===== config.mk =====
export PLATFORM = sky130hd
export DESIGN_NAME = rv_decode_stage
export DESIGN_NICKNAME = d
export VERILOG_FILES = /design/src/rv_isa_pkg.sv /design/src/rv_ctrl_pkg.sv /design/src/rv_decode_stage.sv /design/src/rv_ctrl_decode.sv /design/src/rv_imm_gen.sv
export SDC_FILE = /design/constraint.sdc
export NUM_CORES = 1
export LEC_CHECK = 0
export BUFFER_PORTS_ARGS = -buffer_cell sky130_fd_sc_hd__buf_2
export CORE_AREA = 3 3 120 122
export DETAILED_ROUTE_END_ITERATION = 7
export DIE_AREA = 0 0 123 125
export PLACE_DENSITY = 0.5
export SKIP_CTS_REPAIR_TIMING = 1
export SYNTH_ARGS = -nofsm -noshare
export SYNTH_HDL_FRONTEND = slang
export SYNTH_HIERARCHICAL = 1
export SYNTH_SLANG_ARGS = --single-unit

===== constraint.sdc =====
create_clock -name clk_i -period 6.3 [get_ports clk_i]
set_clock_uncertainty 0.05 [all_clocks]
set_input_delay 0.63 -clock clk_i [delete_from_list [all_inputs] [get_ports clk_i]]
set_output_delay 0.63 -clock clk_i [all_outputs]
set_load 0.05 [all_outputs]

===== src/rv_isa_pkg.sv =====
// RV32 instruction-set encodings
// Opcodes, funct7 values, immediate layouts and the field view of an instruction

package rv_isa_pkg;

    ///////////////////////////////
    // Widths
    ///////////////////////////////

    localparam int XLEN      = 32;                  // Data and instruction width
    localparam int REG_IDX_W = 5;                   // x0..x31

    ///////////////////////////////
    // Major opcodes
    ///////////////////////////////

    typedef enum logic [6:0] {
        OP_LUI    = 7'b0110111,
        OP_AUIPC  = 7'b0010111,
        OP_JAL    = 7'b1101111,
        OP_JALR   = 7'b1100111,
        OP_BRANCH = 7'b1100011,
        OP_LOAD   = 7'b0000011,
        OP_STORE  = 7'b0100011,
        OP_IMM    = 7'b0010011,
        OP_REG    = 7'b0110011,
        OP_SYSTEM = 7'b1110011                      // Not supported here
    } opcode_e;

    // Legal funct7 values for register ops and shifts
    localparam logic [6:0] FUNCT7_BASE   = 7'b0000000;
    localparam logic [6:0] FUNCT7_ALT    = 7'b0100000;  // SUB, SRA, SRAI
    localparam logic [6:0] FUNCT7_MULDIV = 7'b0000001;  // M extension

    ///////////////////////////////
    // Immediate formats
    ///////////////////////////////

    typedef enum logic [2:0] {
        IMM_I    = 3'd0,
        IMM_S    = 3'd1,
        IMM_B    = 3'd2,
        IMM_U    = 3'd3,
        IMM_J    = 3'd4,
        IMM_NONE = 3'd5                             // Immediate reads as zero
    } imm_fmt_e;

    // Field view in instruction bit order
    typedef struct packed {
        logic [6:0]           funct7;
        logic [REG_IDX_W-1:0] rs2;
        logic [REG_IDX_W-1:0] rs1;
        logic [2:0]           funct3;
        logic [REG_IDX_W-1:0] rd;
        opcode_e              opcode;
    } instr_fields_t;

endpackage

===== src/rv_ctrl_pkg.sv =====
// Control-side definitions for the decode stage
// ALU, compare and write-back selects, control word and decoded bundle

package rv_ctrl_pkg;

    ///////////////////////////////
    // ALU operations
    ///////////////////////////////

    // M ops sit at 8..15 in funct3 order
    typedef enum logic [3:0] {
        ALU_ADD    = 4'd0,
        ALU_SUB    = 4'd1,
        ALU_SLL    = 4'd2,
        ALU_SRL    = 4'd3,
        ALU_SRA    = 4'd4,
        ALU_XOR    = 4'd5,
        ALU_OR     = 4'd6,
        ALU_AND    = 4'd7,
        ALU_MUL    = 4'd8,
        ALU_MULH   = 4'd9,
        ALU_MULHSU = 4'd10,
        ALU_MULHU  = 4'd11,
        ALU_DIV    = 4'd12,
        ALU_DIVU   = 4'd13,
        ALU_REM    = 4'd14,
        ALU_REMU   = 4'd15
    } alu_op_e;

    typedef enum logic [2:0] {
        CMP_UN  = 3'd0,                             // Always taken
        CMP_EQ  = 3'd1,
        CMP_NE  = 3'd2,
        CMP_LT  = 3'd3,
        CMP_GE  = 3'd4,
        CMP_LTU = 3'd5,
        CMP_GEU = 3'd6
    } cmp_op_e;

    // Register file write-back source
    typedef enum logic [2:0] {
        WB_IMM     = 3'd0,
        WB_PC_LINK = 3'd1,                          // PC + 4
        WB_ALU     = 3'd2,
        WB_CMP     = 3'd3,
        WB_MEM     = 3'd4
    } wb_sel_e;

    ///////////////////////////////
    // Control word and bundle
    ///////////////////////////////

    typedef struct packed {
        alu_op_e    alu_op;
        cmp_op_e    cmp_op;
        wb_sel_e    wb_sel;
        logic       a_sel_pc;                       // A operand is PC
        logic       b_sel_imm;                      // B operand is immediate
        logic       cmp_b_sel_imm;                  // Compare against immediate
        logic       rf_we;
        logic       jump_en;
        logic       mem_req;
        logic       mem_we;
        logic [2:0] mem_width;                      // Raw funct3
    } ctrl_t;

    typedef struct packed {
        ctrl_t                            ctrl;
        logic [rv_isa_pkg::XLEN-1:0]      imm;
        logic [rv_isa_pkg::REG_IDX_W-1:0] rd;
        logic [rv_isa_pkg::REG_IDX_W-1:0] rs1;
        logic [rv_isa_pkg::REG_IDX_W-1:0] rs2;
        logic                             illegal;
    } decoded_t;

endpackage


===== src/rv_decode_stage.sv =====
// Registered RV32IM decode stage
// Splits instruction fields, runs control and immediate decode and
// registers the bundle one cycle later. No back-pressure.

`timescale 1ns/1ns

module rv_decode_stage
    import rv_isa_pkg::*;
    import rv_ctrl_pkg::*;
(
    input  logic            clk_i,
    input  logic            reset_i,
    input  logic            instr_valid_i,
    input  logic [XLEN-1:0] instr_i,
    output logic            dec_valid_o,
    output decoded_t        dec_o
);

    instr_fields_t  fields;
    imm_fmt_e       imm_fmt;
    decoded_t       dec_d;

    assign fields = instr_fields_t'(instr_i);

    rv_ctrl_decode rv_ctrl_decode_i (
        .fields_i  (fields),
        .ctrl_o    (dec_d.ctrl),
        .imm_fmt_o (imm_fmt),
        .illegal_o (dec_d.illegal)
    );

    rv_imm_gen rv_imm_gen_i (
        .instr_i (instr_i),
        .fmt_i   (imm_fmt),
        .imm_o   (dec_d.imm)
    );

    assign dec_d.rd  = fields.rd;
    assign dec_d.rs1 = fields.rs1;
    assign dec_d.rs2 = fields.rs2;

    ///////////////////////////////
    // Output register
    ///////////////////////////////

    always_ff @(posedge clk_i)
    begin
        if (instr_valid_i)
        begin
            dec_o <= dec_d;                         // Hold when no valid input
        end
        if (reset_i)
        begin
            dec_valid_o           <= 1'b0;
            dec_o.ctrl.rf_we      <= 1'b0;
            dec_o.ctrl.jump_en    <= 1'b0;
            dec_o.ctrl.mem_req    <= 1'b0;
            dec_o.ctrl.mem_we     <= 1'b0;
            dec_o.illegal         <= 1'b0;
        end
        else
        begin
            dec_valid_o <= instr_valid_i;
        end
    end

endmodule


===== src/rv_ctrl_decode.sv =====
// Control decoder for RV32IM
// Maps opcode and funct fields to the control word, immediate format and
// illegal flag. SYSTEM, unknown opcodes and bad funct codes are illegal.

`timescale 1ns/1ns

module rv_ctrl_decode
    import rv_isa_pkg::*;
    import rv_ctrl_pkg::*;
(
    input  instr_fields_t fields_i,
    output ctrl_t         ctrl_o,
    output imm_fmt_e      imm_fmt_o,
    output logic          illegal_o
);

    // Shared funct3 map for OP and OP-IMM
    function automatic alu_op_e base_alu_op(input logic [2:0] funct3, input logic alt);
        alu_op_e op;
        case (funct3)
            3'b000:  op = alt ? ALU_SUB : ALU_ADD;
            3'b001:  op = ALU_SLL;
            3'b100:  op = ALU_XOR;
            3'b101:  op = alt ? ALU_SRA : ALU_SRL;
            3'b110:  op = ALU_OR;
            3'b111:  op = ALU_AND;
            default: op = ALU_ADD;
        endcase
        return op;
    endfunction

    always_comb
    begin
        logic is_imm;
        logic alt;

        is_imm = (fields_i.opcode == OP_IMM);
        alt    = (fields_i.funct7 == FUNCT7_ALT);

        ///////////////////////////////
        // Safe defaults
        ///////////////////////////////
        ctrl_o           = '0;
        ctrl_o.alu_op    = ALU_ADD;
        ctrl_o.cmp_op    = CMP_UN;
        ctrl_o.wb_sel    = WB_ALU;
        ctrl_o.mem_width = fields_i.funct3;
        imm_fmt_o        = IMM_NONE;
        illegal_o        = 1'b0;

        case (fields_i.opcode)
            OP_LUI:
            begin
                ctrl_o.rf_we  = 1'b1;
                ctrl_o.wb_sel = WB_IMM;
                imm_fmt_o     = IMM_U;
            end
            OP_AUIPC:
            begin
                ctrl_o.rf_we     = 1'b1;
                ctrl_o.a_sel_pc  = 1'b1;            // PC + imm
                ctrl_o.b_sel_imm = 1'b1;
                imm_fmt_o        = IMM_U;
            end
            OP_JAL, OP_JALR:
            begin
                ctrl_o.jump_en   = 1'b1;
                ctrl_o.rf_we     = 1'b1;
                ctrl_o.wb_sel    = WB_PC_LINK;
                ctrl_o.a_sel_pc  = (fields_i.opcode == OP_JAL);
                ctrl_o.b_sel_imm = 1'b1;
                imm_fmt_o        = (fields_i.opcode == OP_JAL) ? IMM_J : IMM_I;
                illegal_o        = (fields_i.opcode == OP_JALR) && (fields_i.funct3 != 3'b000);
            end
            OP_BRANCH:
            begin
                ctrl_o.jump_en   = 1'b1;
                ctrl_o.a_sel_pc  = 1'b1;            // Target is PC + imm
                ctrl_o.b_sel_imm = 1'b1;
                imm_fmt_o        = IMM_B;
                case (fields_i.funct3)
                    3'b000:  ctrl_o.cmp_op = CMP_EQ;
                    3'b001:  ctrl_o.cmp_op = CMP_NE;
                    3'b100:  ctrl_o.cmp_op = CMP_LT;
                    3'b101:  ctrl_o.cmp_op = CMP_GE;
                    3'b110:  ctrl_o.cmp_op = CMP_LTU;
                    3'b111:  ctrl_o.cmp_op = CMP_GEU;
                    default: illegal_o     = 1'b1;
                endcase
            end
            OP_LOAD:
            begin
                ctrl_o.rf_we     = 1'b1;
                ctrl_o.wb_sel    = WB_MEM;
                ctrl_o.b_sel_imm = 1'b1;
                ctrl_o.mem_req   = 1'b1;
                imm_fmt_o        = IMM_I;
                illegal_o        = fields_i.funct3 inside {3'b011, 3'b110, 3'b111};
            end
            OP_STORE:
            begin
                ctrl_o.b_sel_imm = 1'b1;
                ctrl_o.mem_req   = 1'b1;
                ctrl_o.mem_we    = 1'b1;
                imm_fmt_o        = IMM_S;
                illegal_o        = (fields_i.funct3 > 3'b010);  // SB, SH, SW only
            end
            OP_IMM, OP_REG:
            begin
                ctrl_o.rf_we = 1'b1;
                if (is_imm)
                begin
                    imm_fmt_o = IMM_I;
                end
                if (!is_imm && fields_i.funct7 == FUNCT7_MULDIV)
                begin
                    ctrl_o.alu_op = alu_op_e'({1'b1, fields_i.funct3});
                end
                else
                begin
                    // funct7 only matters for shifts in OP-IMM
                    if (!is_imm || fields_i.funct3 inside {3'b001, 3'b101})
                    begin
                        illegal_o = !((fields_i.funct7 == FUNCT7_BASE) ||
                                      (alt && fields_i.funct3 inside {3'b000, 3'b101}));
                    end
                    case (fields_i.funct3)
                        3'b010, 3'b011:
                        begin
                            ctrl_o.wb_sel        = WB_CMP;
                            ctrl_o.cmp_op        = fields_i.funct3[0] ? CMP_LTU : CMP_LT;
                            ctrl_o.cmp_b_sel_imm = is_imm;
                        end
                        default:
                        begin
                            ctrl_o.b_sel_imm = is_imm;
                            ctrl_o.alu_op    = base_alu_op(fields_i.funct3,
                                alt && (!is_imm || fields_i.funct3 == 3'b101));
                        end
                    endcase
                end
            end
            default:
            begin
                illegal_o = 1'b1;                   // SYSTEM and unknown opcodes
            end
        endcase

        // Illegal instructions must have no side effects
        if (illegal_o)
        begin
            ctrl_o.rf_we   = 1'b0;
            ctrl_o.jump_en = 1'b0;
            ctrl_o.mem_req = 1'b0;
            ctrl_o.mem_we  = 1'b0;
        end
    end

endmodule


===== src/rv_imm_gen.sv =====
// Immediate generator
// Reassembles and sign-extends the immediate of the selected format

`timescale 1ns/1ns

module rv_imm_gen
    import rv_isa_pkg::*;
(
    input  logic [XLEN-1:0] instr_i,
    input  imm_fmt_e        fmt_i,
    output logic [XLEN-1:0] imm_o
);

    logic sign;

    assign sign = instr_i[31];                      // All formats extend from bit 31

    always_comb
    begin
        case (fmt_i)
            IMM_I:
            begin
                imm_o = {{(XLEN-11){sign}}, instr_i[30:20]};
            end
            IMM_S:
            begin
                imm_o = {{(XLEN-11){sign}}, instr_i[30:25], instr_i[11:7]};
            end
            IMM_B:
            begin
                imm_o = {{(XLEN-12){sign}}, instr_i[7], instr_i[30:25],
                         instr_i[11:8], 1'b0};       // Halfword aligned
            end
            IMM_U:
            begin
                imm_o = {instr_i[XLEN-1:12], 12'b0};
            end
            IMM_J:
            begin
                imm_o = {{(XLEN-20){sign}}, instr_i[19:12], instr_i[20],
                         instr_i[30:21], 1'b0};
            end
            default:
            begin
                imm_o = '0;                         // IMM_NONE
            end
        endcase
    end

endmodule


# Word level (Yosys, flattened, before mapping)
# Index checks and enable logic that the tools add are counted.
# word_totals
register_bits	69
latch_bits	0
ramBits	0
mem_bits_ro	0
out_inout_bits	69
n_memories	0
# classes
n_addsub	0
n_mul	0
div	0
magnitude_cmp	1
eq_ne	22
shift	0
muxes	29
bitwise	2
reduce_logical	27
# ops
op	count
one-hot mux 32 bit (5 select lines)	1
one-hot mux 3 bit (6 select lines)	2
equality test 7 x 6 -> 1 bit, second input constant	4
one-hot mux 4 bit (6 select lines)	1
equality test 7 bit, second input constant	3
equality test 3 bit, second input constant	5
equality test 7 x 5 -> 1 bit, second input constant	2
equality test 3 x 2 -> 1 bit, second input constant	4
two-way mux 3 bit	4
two-way mux 4 bit	3
two-way mux 6 bit	2
one-hot mux 3 bit (4 select lines)	1
OR reduction 2 bit	6
OR reduction 6 bit	2
two-way mux 1 bit	10
equality test 7 x 1 -> 1 bit, second input constant	1
equality test 7 x 2 -> 1 bit, second input constant	1
logical NOT 7 bit	1
OR reduction 7 bit	1
equality test 3 x 1 -> 1 bit, second input constant	2
logical NOT 3 bit	2
one-hot mux 1 bit (6 select lines)	1
one-hot mux 3 bit (2 select lines)	1
nonzero test 3 bit	2
9 further kinds	19

# Longest topological paths before layout
# Gate-level depths: netlist of run 1.
# logic_depth
word_depth	9
mapped_depth	10
depth_no_buf	7

# Cells and area by module
# The synthesis of run 1 kept the hierarchy.
# modules_own_cells
module	instances	cells_per_inst	area_each_um2	seq_area_each_um2
rv_decode_stage	1	81	2098.3	2011.9
rv_ctrl_decode	1	111	673.1	0.0
rv_imm_gen	1	94	540.5	0.0

# Worst setup path after synthesis of run 1
# No wires, ideal clock.
# synth_timing
path_type	input to register
startpoint	input port instr_i[2]
endpoint	register dec_o[36] (netlist name), data pin
setup_time_ns	0.130
arrival_time_ns	2.280
required_ns	6.120
setup_slack_ns	3.840
stages	9
n_path_buf	3
cell_sequence	clkbuf_1 -> inv_1 -> a21o_1 -> a221o_1 -> buf_6 -> maj3_2 -> nand2b_4 -> buf_6 -> nand2_1
# synth_rtl
element	line	source
start, declared	rv_decode_stage.sv:14	input logic [XLEN-1:0] instr_i,
end, declared	rv_decode_stage.sv:16	output decoded_t dec_o

==> impl_results.md, run 1 <==
* # H-tree levels at 3
* HPWL Detailed at approximately 6.0 mm
* Buf/Inv on CP at 1
* Hold Path Class: flip-flop to flip-flop
* Worst Setup Start Kind: primary input
* RSZ-0062 raised after global routing: no
* Post-synth EDFFs at 63
* Flop-to-flop setup slack at 5.66 ns
* Largest area contributor in the netlist: edfxtp_1
* CP Cell Sequence: buf_2 > nand3b_1 > o31ai_1 > nand4_1 > nor2b_1 > a21oi_1 > o22ai_1
* Die H at 125 microns
* Clock Tree Root: clkbuf_16
* 1st-iter DRT viols at 173
* WL final at 8.542 mm
* Max VDD drop at 0.00009942 V
* Fraction of registers with async set/reset at 0%
* Max stage delay on crit path at 0.69 ns
* Register area at 2012 sq um
* Filler instances at about 1.4k
* Worst EP required at 6.43 ns
* Die X at roughly 120 microns
* Count of cell types in the netlist at 53
* Placed cell areas at 3920 sq um
* Crit-path slowest cell: nor2b_1
* DIE AREA at 15380 sq um
* Setup ws final at between 3 and 4 ns
* Final Instance Area at about 4200 sq um
* Synth warnings at 6
* Starting Density at about 25%
* Vias in the first global route at 2488
* Total negative setup slack at 0 ns
* Placer congestion estimate at 0.7579
* Via count of the routed design at 2512
* Cell Pwr Density at 294.9 nW/um^2
* Power Total at approximately 1200 uW
* Pleak at 0.001657 uW
* Final min period at 2.618 ns
* Final net count at 412
* FP Rows at 42
* Drt wl/cell at roughly 15 microns
* Most frequent cells in the layout: buf_2 (103), edfxtp_1 (63), nand2_1 (31)
* Critical path type: primary input to flip-flop
* Clock Pin Slew Worst Setup and Hold Paths at around 0.060 ns
* Vias per cell at 4.502
* Net Count, Synth at 321
* GRT Overall Usage at a little under an eighth
* Sequential fraction of the synthesis area at 60.75%
* Share of the synthesized area in the top cell type at 57.12%
* Antenna violations before repair at 0
* Total CTS buffers at 9
* Worst-Skew Late Latency at around 0.34 ns
* Final Max Slew Viols at 0
* Final setup vio count at 0
* Synthesized instance count at 286
* CP arrival at 2.74 ns
* Max clock buf depth at 2
* Fmax at 0.3820 GHz
* Post-route ant nets at 0
* Mean post-synth cell area at 11.58 sq um
* Post-synthesis cell area at roughly 3300 sq um
* Hold Fails Final Rpt at 0
* CP endpoint kind: flip-flop
* Slew @ Worst Pin at 0.8973 ns
* Commonest non-fill, non-tap cell in the layout: buf_2
* Crit-path leading delay family: simple AND/OR/NAND/NOR gates
* PortBufs at 103
* TritonCTS clock tree: built
* DRT Pass-1 Iters at 4
* GR Overflow Total at 0
* Relative slew margins at 40.18%
* Maximum number of pins on one net before global-route repair at 70
* Max-Cap Viols at 0
* Setup WS pre-CTS at 3.350 ns
* Ant. Diodes at 0
* Yosys reg bits at 69
* Remaining DRCs at 0
* Clk sink count at about 70
* Core Util, Final at 31.69%
* Fraction of layout cells with a size suffix above 1 at 35.08%
* Core Footprint at roughly 13000 sq um
* Critical path fanouts, max at 13
* Fin crit share at 41.56%
* First-pass GRT wire length at 13.18 mm
* Top FF cell, synth: edfxtp_1
* Area of the multi-input gates at approximately 1100 sq um
* I/O Pins at around 100
* Status: finished, final reports clean
* Area Overhead vs Synth at 27.20%
* Synth area leaders: edfxtp_1 (57%), dfxtp_1 (3.6%), nand2_1 (3.5%)
[worst register-to-register path, stage by stage, from the launching register on]
cell	delay, ns
dfxtp_1	0.31
mux2i_1	0.12
nor2_1	0.06
[cells in the mapped netlist, drive strengths merged (2+ instances only)]
| cell | count |
|---|---|
| o21ai | 11 |
| nor4b | 2 |
| o22ai | 13 |
| buf | 14 |
| or2 | 3 |
| mux2 | 4 |
| or3 | 3 |
| nor2 | 18 |
| nand2 | 31 |
| nand3 | 4 |
| a31oi | 4 |
| and2 | 2 |
| o31ai | 2 |
| and2b | 2 |
| a2111oi | 2 |
| dfxtp | 6 |
| nor3 | 9 |
| a21oi | 22 |
| nand2b | 11 |
| clkbuf | 11 |
| a21o | 2 |
| edfxtp | 63 |
| nor2b | 13 |
| o21a | 2 |
| inv | 8 |
| mux2i | 6 |
[flip-flops by register name, indices dropped and copies added (netlist names)]
register / cells
dec_o: 68
dec_valid_o: 1
[area by class of cell]
cell class	count	share of cell area (%)
inverters	8	0.7128
repair buffers	105	12.59
well taps	176	5.227
multi-input cells	184	26.76
clock buffers	10	5.435
clock inverters	6	1.515
flip-flops and latches	69	47.76
[layer usage]
| metal | global-route usage (%) | vias to the layer above | wire length [microns] | share of wire (%) |
|---|---|---|---|---|
| met5 | 0 | - | 0 | 0 |
| met1 | 14.03 | 1183 | 3825 | 45 |
| met3 | 3.252 | 16 | 613 | 7.2 |
| met2 | 17.27 | 90 | 3813 | 45 |
| met4 | 6.840 | 0 | 289 | 3.4 |
| li1 | - | 1223 | - | - |
[cells by family (layout without fill, tap and decap cells)]
kind of cell,count (synthesis),in the layout,synth area share [%]
XOR/XNOR,2,2,0.5290
multiplexers,10,10,3.173
buffers and inverters,33,129,5.365
adder cells (fa/ha/maj),1,1,0.3400
flip-flops,69,69,60.75
AND/OR/NAND/NOR,106,106,17.72
AO/OA/AOI/OAI,65,65,12.13
[path summary, 6_finish.rpt]
path | end | cells after the start | from
worst min register to register | dec_o[52] | 2 | dec_o[52]
worst max-delay path | dec_o[29] | 7 | instr_i[5]
worst max register to register | dec_o[51] | 2 | dec_o[51]
worst min-delay path | dec_o[52] | 2 | dec_o[52]
[report_power, final]
| part | leakage [uW] | switching (uW) | internal, uW |
|---|---|---|---|
| logic | 0.000865 | 162 | 43.7 |
| registers | 0.000654 | 7.26 | 531 |
| clock network | 0.000138 | 193 | 305 |
| total | 0.00166 | 362 | 880 |
[per-stage QoR]
stage / std cells / hold WS, ns
floorplan: 286 / 0.6516
global placement: 542 / 0.4246
detailed placement: 542 / 0.4274
CTS: 558 / 0.4298
global route: 558 / 0.4391
finish: 558 / 0.4435
Note: power is estimated with default switching activity, not from simulation.
==> run 2: changes to the inputs <==
clock period = 2.5 ns   (was 6.3 ns; I/O delays follow)
==> run 2 against run 1 <==
Compared with the run above: worst hold slack lost 0.37 ns; cell area increased by 1.9%; sequential cell count unchanged; critical path type unchanged; largest cell class unchanged; global-route usage rose by 0.25 points; critical endpoint is now dec_o[34]; utilization increased by 0.60 points; routed wire length is 1.5% higher; sequential power grew to 2.5 times the previous value; combinational power grew to 2.6 times the previous value.
==> impl_results.md, run 2 (synthesis gave the netlist of run 1 again) <==
* Status: finished, final reports clean (unchanged)
* Maximum number of pins on one net before global-route repair at 70 (unchanged)
* Clock Tree Root: clkbuf_16 (unchanged)
* Die X at 123 microns (unchanged)
* FP Rows at 42 (unchanged)
* Vias per cell at 4.511 (was 4.502)
* Remaining DRCs at 0 (unchanged)
* Fin crit share at 76.74%
* Drt wl/cell at 15.37 microns (was 15.31 microns)
* Vias in the first global route at 2549 (was 2488)
* Flop-to-flop setup slack at 1.84 ns (was 5.66 ns)
* PortBufs at 103 (unchanged)
* Clock Pin Slew Worst Setup and Hold Paths at 0.06 ns (about the same)
* Clk sink count at 69 (unchanged)
* Fraction of layout cells with a size suffix above 1 at 36.08% (was 35.08%)
* Critical path fanouts, max at 12 (was 13)
* CP Cell Sequence: buf_2 > nand3b_1 > o31ai_1 > nand4_1 > buf_4 > nor2b_1 > a21oi_1 > o22ai_1 (was buf_2 > nand3b_1 > o31ai_1 > nand4_1 > nor2b_1 > a21oi_1 > o22ai_1)
* Placed cells at 548 (was 542)
* Hold Fails Final Rpt at 0 (unchanged)
* Die H at 125 microns (unchanged)
* 1st-iter DRT viols at 194 (was 173)
* GRT Overall Usage at 11.55% (was 11.30%)
* Reg with most FFs: dec_o (unchanged)
* DIE AREA at 15380 sq um (unchanged)
* Worst-Skew Late Latency at 0.33 ns (was 0.34 ns)
* CP endpoint kind: flip-flop (unchanged)
* WL final at 8.668 mm (was 8.542 mm)
* GR Overflow Total at 0 (unchanged)
* Relative slew margins at 56.73% (was 40.18%)
* First-pass GRT wire length at 13.60 mm (was 13.18 mm)
* Area Overhead vs Synth at 29.62% (was 27.20%)
* Total CTS buffers at 9 (unchanged)
* Fmax at 0.5212 GHz
* Buf/Inv on CP at 2 (was 1)
* Total negative setup slack at 0 ns (unchanged)
* Largest registers: dec_o: 68 flops, dec_valid_o: 1 flops (unchanged)
* Worst hold slack at 0.07041 ns (was 0.4435 ns)
* Final setup vio count at 0 (unchanged)
* Most frequent cells in the layout: buf_2 (103), edfxtp_1 (63), nand2_1 (31) (unchanged)
* Final net count at 418 (was 412)
* Crit-path slowest cell: nor2b_1 (unchanged)
* # H-tree levels at 3 (unchanged)
* Slew @ Worst Pin at 0.6477 ns (was 0.8973 ns)
* Critical path type: primary input to flip-flop (unchanged)
* Final cell count without fillers at 564 (was 558)
* Commonest non-fill, non-tap cell in the layout: buf_2 (unchanged)
* DRT Pass-1 Iters at 4 (unchanged)
* Post-route ant nets at 0 (unchanged)
* Ant. Diodes at 0 (unchanged)
* Cell Pwr Density at 752.2 nW/um^2 (was 294.9 nW/um^2)
* HPWL Detailed at 6.042 mm (was 5.973 mm)
* Starting Density at 24.91% (unchanged)
* Max-Cap Viols at 0 (unchanged)
* I/O Pins at 104 (unchanged)
* CP arrival at 2.05 ns (was 2.74 ns)
* Max VDD drop at 0.0003164 V (was 0.00009942 V)
* Pleak at 0.001705 uW (was 0.001657 uW)
* TritonCTS clock tree: built (unchanged)
* Max reg flops at 68 (unchanged)
* Max clock buf depth at 2 (unchanged)
* Placer congestion estimate at 0.8013 (was 0.7579)
* RSZ-0062 raised after global routing: no (unchanged)
* Core Footprint at 13300 sq um (unchanged)
* Via count of the routed design at 2544 (was 2512)
* Worst Setup Start Kind: primary input (unchanged)
* Antenna violations before repair at 0 (unchanged)
* Max stage delay on crit path at 0.53 ns (was 0.69 ns)
* Hold Path Class: primary input to flip-flop (was flip-flop to flip-flop)
* Final min period at around 1.9 ns
* Crit-path leading delay family: simple AND/OR/NAND/NOR gates (unchanged)
* Final Max Slew Viols at 0 (unchanged)
* Worst EP required at 2.63 ns (was 6.43 ns)
-- run 2: cell type report --
cell class                      count  area, sq um
Sequential cell                    69         2012
Inverter                            8        30.03
Multi-Input combinational cell    184         1127
Clock inverter                      7        90.09
Tap cell                          176        220.2
Fill cell                        1355         9002
Timing Repair Buffer              111        588.1
Clock buffer                        9        225.2
-- run 2: final timing paths --
| kind | startpoint | endpoint | cells after the start |
|---|---|---|---|
| max | instr_i[4] | dec_o[34] | 8 |
| max reg2reg | dec_o[51] | dec_o[51] | 2 |
| min reg2reg | dec_o[52] | dec_o[52] | 2 |
| min | instr_i[10] | dec_o[14] | 1 |
-- run 2: per-layer routing --
layer | share of wire (%) | up-vias | track usage [%]
li1 | - | 1243 | -
met1 | 45 | 1192 | 14.95
met2 | 46 | 99 | 17.92
met3 | 7.2 | 10 | 3.297
met4 | 1.9 | 0 | 5.081
met5 | 0 | - | 0
-- run 2: power by group --
group,total (uW),internal [uW],leakage [uW],switching [uW]
Combinational,524,115,0.000899,409
Sequential,1360,1340,0.000654,19.0
Clock,1350,867,0.000153,481
Total,3230,2320,0.00171,909
-- run 2: stage by stage --
step | power, uW | worst slack, ns | utilization (%) | area [sq um]
floorplan | 1751 | 0.4202 | - | 3312
finish | 3229 | 0.5814 | 32.29 | 4293
detailed placement | 1911 | 0.2672 | 29.92 | 3978
global route | 3362 | 0.4718 | 32.29 | 4293
CTS | 3288 | 0.6289 | 32.29 | 4293
global placement | 1907 | 0.3156 | 29.92 | 3978
